## src/design/int_core_pkg.sv

```systemverilog
`default_nettype none

package int_core_pkg;

	localparam int xlen  = 64;
	localparam int nregs = 32;

	typedef logic [xlen-1:0] word_t;
	typedef logic [4:0]      reg_addr_t;
	typedef logic [31:0]     inst_t;

	// Major opcodes
	localparam logic [6:0] op_op  = 7'b0110011;
	localparam logic [6:0] op_imm = 7'b0010011;
	localparam logic [6:0] op_lui = 7'b0110111;

	// SUB shares f3_add and SRA shares f3_srl
	localparam logic [2:0] f3_add  = 3'b000;
	localparam logic [2:0] f3_sll  = 3'b001;
	localparam logic [2:0] f3_slt  = 3'b010;
	localparam logic [2:0] f3_sltu = 3'b011;
	localparam logic [2:0] f3_xor  = 3'b100;
	localparam logic [2:0] f3_srl  = 3'b101;
	localparam logic [2:0] f3_or   = 3'b110;
	localparam logic [2:0] f3_and  = 3'b111;

	localparam logic [6:0] f7_base = 7'b0000000;
	localparam logic [6:0] f7_alt  = 7'b0100000; // SUB, SRA
	localparam logic [5:0] f6_base = 6'b000000;  // RV64 shift immediates
	localparam logic [5:0] f6_alt  = 6'b010000;  // SRAI

	typedef enum logic [3:0] {
		alu_add,
		alu_sub,
		alu_and,
		alu_or,
		alu_xor,
		alu_sll,
		alu_srl,
		alu_sra,
		alu_slt,
		alu_sltu,
		alu_pass_b
	} alu_op_t;

endpackage

`default_nettype wire
```

## src/design/inst_decode.sv

```systemverilog
`timescale 1ns/1ps
`default_nettype none

module inst_decode (
	input  wire                     inst_valid,
	input  int_core_pkg::inst_t     inst,

	output int_core_pkg::reg_addr_t rs1,
	output int_core_pkg::reg_addr_t rs2,
	output int_core_pkg::reg_addr_t rd,
	output logic                    uses_rs1,
	output logic                    uses_rs2,
	output int_core_pkg::word_t     imm,
	output logic                    use_imm,
	output int_core_pkg::alu_op_t   alu_op,
	output logic                    wr_en,
	output logic                    illegal
);

	import int_core_pkg::*;

	logic [6:0] opcode;
	logic [2:0] funct3;
	logic [6:0] funct7;
	logic [5:0] funct6;
	word_t      i_imm;
	word_t      sh_imm;
	word_t      u_imm;
	logic       legal;

	// Shared by OP and OP-IMM where alt picks SUB or SRA
	function automatic alu_op_t f3_to_op(input logic [2:0] f3, input logic alt);
		alu_op_t op;
		case (f3)
			f3_add:  op = alt ? alu_sub : alu_add;
			f3_sll:  op = alu_sll;
			f3_slt:  op = alu_slt;
			f3_sltu: op = alu_sltu;
			f3_xor:  op = alu_xor;
			f3_srl:  op = alt ? alu_sra : alu_srl;
			f3_or:   op = alu_or;
			default: op = alu_and;
		endcase
		return op;
	endfunction

	assign opcode = inst[6:0];
	assign funct3 = inst[14:12];
	assign funct7 = inst[31:25];
	assign funct6 = inst[31:26];

	assign rd  = inst[11:7];
	assign rs1 = inst[19:15];
	assign rs2 = inst[24:20];

	assign i_imm  = {{52{inst[31]}}, inst[31:20]};
	assign sh_imm = {58'b0, inst[25:20]};                 // 6-bit shamt
	assign u_imm  = {{32{inst[31]}}, inst[31:12], 12'b0};

	always_comb begin
		legal    = 1'b0;
		alu_op   = alu_add;
		imm      = i_imm;
		use_imm  = 1'b0;
		uses_rs1 = 1'b0;
		uses_rs2 = 1'b0;
		case (opcode)
			op_op: begin
				uses_rs1 = 1'b1;
				uses_rs2 = 1'b1;
				alu_op   = f3_to_op(funct3, funct7 == f7_alt);
				legal    = (funct7 == f7_base) ||
					((funct7 == f7_alt) && ((funct3 == f3_add) || (funct3 == f3_srl)));
			end
			op_imm: begin
				uses_rs1 = 1'b1;
				use_imm  = 1'b1;
				legal    = 1'b1;
				alu_op   = f3_to_op(funct3, (funct3 == f3_srl) && (funct6 == f6_alt));
				if (funct3 == f3_sll) begin
					imm   = sh_imm;
					legal = (funct6 == f6_base);
				end else if (funct3 == f3_srl) begin
					imm   = sh_imm;
					legal = (funct6 == f6_base) || (funct6 == f6_alt);
				end
			end
			op_lui: begin
				use_imm = 1'b1;
				imm     = u_imm;
				alu_op  = alu_pass_b;
				legal   = 1'b1;
			end
			default: legal = 1'b0;
		endcase
	end

	assign illegal = inst_valid && !legal;
	assign wr_en   = inst_valid && legal; // x0 writes are dropped in the register file

endmodule

`default_nettype wire

```

## config.mk

```make
export PLATFORM = sky130hd
export DESIGN_NAME = inst_decode
export DESIGN_NICKNAME = d
export VERILOG_FILES = /design/src/design/int_core_pkg.sv /design/src/design/inst_decode.sv
export SDC_FILE = /design/constraint.sdc
export NUM_CORES = 1
export LEC_CHECK = 0
export BUFFER_PORTS_ARGS = -buffer_cell sky130_fd_sc_hd__clkbuf_2
export CORE_MARGIN = 3
export CORE_UTILIZATION = 33
export DETAILED_ROUTE_END_ITERATION = 10
export GPL_TIMING_DRIVEN = 0
export PLACE_DENSITY = 0.81
export RECOVER_POWER = 50
export SKIP_LAST_GASP = 1
export SLEW_MARGIN = 20
export SYNTH_ARGS = -nofsm -noshare
export SYNTH_HDL_FRONTEND = slang
export SYNTH_SLANG_ARGS = --single-unit
```

## constraint.sdc

```tcl
create_clock -name vclk -period 5.4
set_input_delay 1.08 -clock vclk [all_inputs]
set_output_delay 1.08 -clock vclk [all_outputs]
set_load 0.03 [all_outputs]
```

======== Word level (Yosys, flattened, before mapping) ========
Index checks and enable logic that the tools add are counted.
storage, ports and cells
  memories ................................ 0
  output and inout bits ................... 88
  bits in read-only memories .............. 0
  bits in writable memories ............... 0
  bits in registers ....................... 0
  latch bits .............................. 0
  input port bits ......................... 33
  word-level logic and storage cells ...... 40
cells by class
  bitwise gates (word level) .............. 0
  divide/modulo/power cells ............... 0
  shift-type cells ........................ 0
  equality and inequality tests ........... 11
  add/subtract/negate cells ............... 0
  multiplexer cells ....................... 16
  $mul .................................... 0
  reduce and logical (&&, ||, !) cells .... 13
  $lt $le $gt $ge ......................... 0
operators with widths
  cell                  count
  $mux W64              2
  $pmux W64 S2          1
  $pmux W4 S7           2
  $eq A7 B6 Y1 const B  3
  $pmux W4 S3           1
  $eq A3 B3 Y1 const B  3
  $mux W1               9
  $eq A7 B5 Y1 const B  1
  $logic_not A7 Y1      1
  $eq A3 B2 Y1 const B  2
  $eq A6 B5 Y1 const B  1
  $logic_not A6 Y1      1
  $logic_and A1 B1 Y1   4
  $reduce_or A2 Y1      2
  $eq A3 B1 Y1 const B  1
  $logic_not A3 Y1      1
  $logic_or A1 B1 Y1    3
  $pmux W1 S3           1
  $logic_not A1 Y1      1

======== Longest topological paths before layout ========
  depth after elaboration ................. 7
  gate-level depth with buffers ........... 6
  gate-level depth less buffers ........... 4

======== Worst setup path after synthesis ========
No wires, ideal clock.
  kind .................................... input port to output port
  from .................................... input port inst[6]
  to ...................................... output port imm[32]
  path buffers ............................ 1
  stages on the path ...................... 5
  path slack .............................. -209 ps
  data arrival time ....................... 4529 ps
  data required time ...................... 4320 ps
  path through ............................ nand4b_1 nor2_1 nand3_1 a21boi_0 buf_4
between the ends
  cells in the longest elaborated chain, start to end .. 2
RTL lines
  element                                       RTL line           RTL
  from (decl)                                   inst_decode.sv:6   input int_core_pkg::inst_t inst,
  $eq A7 B6 Y1 or $eq A7 B5 Y1 (tied branches)  inst_decode.sv:67  case (opcode)
  $pmux W64 S2 (*)                              inst_decode.sv:67
  to (decl)                                     inst_decode.sv:13  output int_core_pkg::word_t imm,
Mark *: on every way between the ends. The rest lies on a longest branch, timed or not.

======== Worst setup path in the final report ========
  from .................................... input port inst[2]
  to ...................................... output port imm[47]
Same word-level chain as after synthesis.

==> summary.md <==
| Metric | Value |
|---|---|
| Outcome | `completed` |
| Final period utilization | `0.837` |
| Hold_buf cts | `0` |
| GRT overflow | `0` |
| Storage element area | `0 um^2` |
| Area after DPL | `1530 um^2` |
| WL/cell | `10.7 um` |
| DRT Pass-1 Iters | `4` |
| Rel. slew slack | `0.341` |
| Post-synth top area cell | `buf_4` |
| First-pass GRT wire length | `4330 um` |
| Synthesis warning total | `0` |
| Seq/Total Area, Yosys | `0` |
| Top cells by area, synth | `buf_4 (39%), a21o_1 (16%), nor2b_1 (7.6%), buf_6 (3.7%), nor3_1 (2.7%)` |
| Pin count of the biggest net entering global routing | `23` |
| Unique masters post-synth | `30` |
| Measured slew at the worst slew-check pin | `982 ps` |
| Worst slack at placement | `1300 ps` |
| Critical Path RT | `4320 ps` |
| Post-route setup TNS | `0 ps` |
| Crit path kind | `input pin to output port` |
| Starting density of the core | `0.358` |
| Leakage power | `0.895 nW` |
| Num rows | `18` |
| Maximum VDD drop | `0.0000827 V` |
| Cell Area, Synth | `911 um^2` |
| RSZ-0062 raised after global routing | `false` |
| Filler cells | `267` |
| Initial DRC count | `34` |
| Layout Utilization | `0.579` |
| Final Net Count | `280` |
| Fin crit period | `4520 ps` |
| Antenna-violating nets left | `0` |
| Layout area overhead | `61.7%` |
| Seq_cells | `0` |
| Synth top area share | `0.387` |
| Via count | `1234` |
| Synth Instances | `130` |
| Vias in the first global route | `~1000` |
| Via/cell ratio | `4.49` |
| Core Area | `2540 um^2` |
| Post-CTS Resized | `0` |
| Mean Syn Cell Area | `about 7.0 um^2` |
| Post-CTS Setup Bufs | `0` |
| CP Capture Type | `output port` |
| RD Place Congestion | `0.801` |
| Count of final setup violators | `0` |
| Ant. Diodes | `0` |
| Pins over their slew limit | `0` |
| Max FO, Critical Path | `22` |
| Port bufs | `around 110` |
| Die X | `58.5 um` |
| GRT Overall Usage | `0.151` |
| DPL Wire Length | `2600 um` |
| FMAX | `221 MHz` |
| Share of cells above drive strength 1 | `0.555` |
| Die Ht | `58.5 um` |
| Hold Path Class | `input pin to output port` |
| Full die area | `3430 um^2` |
| P per Cell Area | `approximately 110 nW/um^2` |
| Post-route cell area | `1470 um^2` |
| Drc violations | `0` |
| Initial antenna violation count | `0` |
| Net count after synthesis | `163` |
| Startpoint types | `input pin` |
| Setup ws final | `between 800 and 900 ps` |
| Final wirelength | `between 2000 and 3000 um` |
| Layout clock buffer count | `0` |
| Max_cap viols | `0` |
| Fin. Hold Viols | `0` |
| Worst path arrival time | `3440 ps` |
| Io pins | `around 120` |
==> cell type report <==
cell class         count  area (um^2)  share of cell area
inverters              3         11.3             0.00765
well taps             30         37.5              0.0255
multi-input cells     71          480               0.326
plain buffers         56          403               0.274
repair buffers       115          541               0.367
==> path summary, 6_finish.rpt <==
check | from | to | slack [ps] | cells past startpoint
min | inst[9] | rd[2] | 2460 | 2
max | inst[2] | imm[47] | 880 | 7
==> through the flow <==
step	hold WS [ps]	instances	power, W
final	2460	275	0.000169
after global routing	2470	275	0.000180
after CTS	2420	275	0.000176
after detailed placement	2420	275	0.000175
after global placement	2420	274	0.000174
after floorplan	2280	130	0.000127
==> per-layer routing <==
metal | up-vias | routed length [um] | track usage
met2 | 75 | 1430 | 0.292
li1 | 637 | - | -
met1 | 522 | 1120 | 0.185
met5 | - | 0 | 0
met3 | 0 | 402 | 0.0197
met4 | 0 | 0 | 0
==> cell families (layout without fill, tap and decap cells) <==
logic type / count (synthesis) / in the layout / synth area share
XOR/XNOR: 2 / 2 / 0.0192
AND/OR/NAND/NOR: 34 / 34 / 0.223
buffers and inverters: 59 / 174 / 0.463
AO/OA/AOI/OAI: 35 / 35 / 0.295
==> synthesized netlist by cell type (all sizes together), types with 2 or more instances <==
cell type	instances
o21ai	5
inv	3
clkbuf	5
nand3	3
nor3	5
nor2b	12
nand2b	3
nor2	5
a21o	19
xor2	2
a311oi	2
buf	51
==> report_power, final <==
group	internal, W	leakage [nW]	switching [W]	total [W]
clock	0	0	0	0
sequential	0	0	0	0
combinational	0.0000609	0.895	0.000108	0.000169
total	0.0000609	0.895	0.000108	0.000169
==> cells in the final DEF (no fill, tap or decap), types with 2 or more instances in the layout <==
cell type,synthesis,final
a21o_1,19,19
a311oi_1,2,2
buf_4,47,39
buf_6,3,3
clkbuf_1,5,39
clkbuf_2,0,81
clkbuf_4,0,8
inv_1,3,3
nand2b_1,3,3
nand3_1,3,3
nor2_1,5,5
nor2b_1,11,11
nor3_1,5,5
o21ai_0,5,5
xor2_1,2,2
==> critical path, cell delays in order <==
cell      delay, ps
clkbuf_2        130
or4b_4          530
a211oi_1        840
a21boi_2        300
buf_6           250
buf_4           130
clkbuf_2        170
Power figures use the tool's default switching activity.
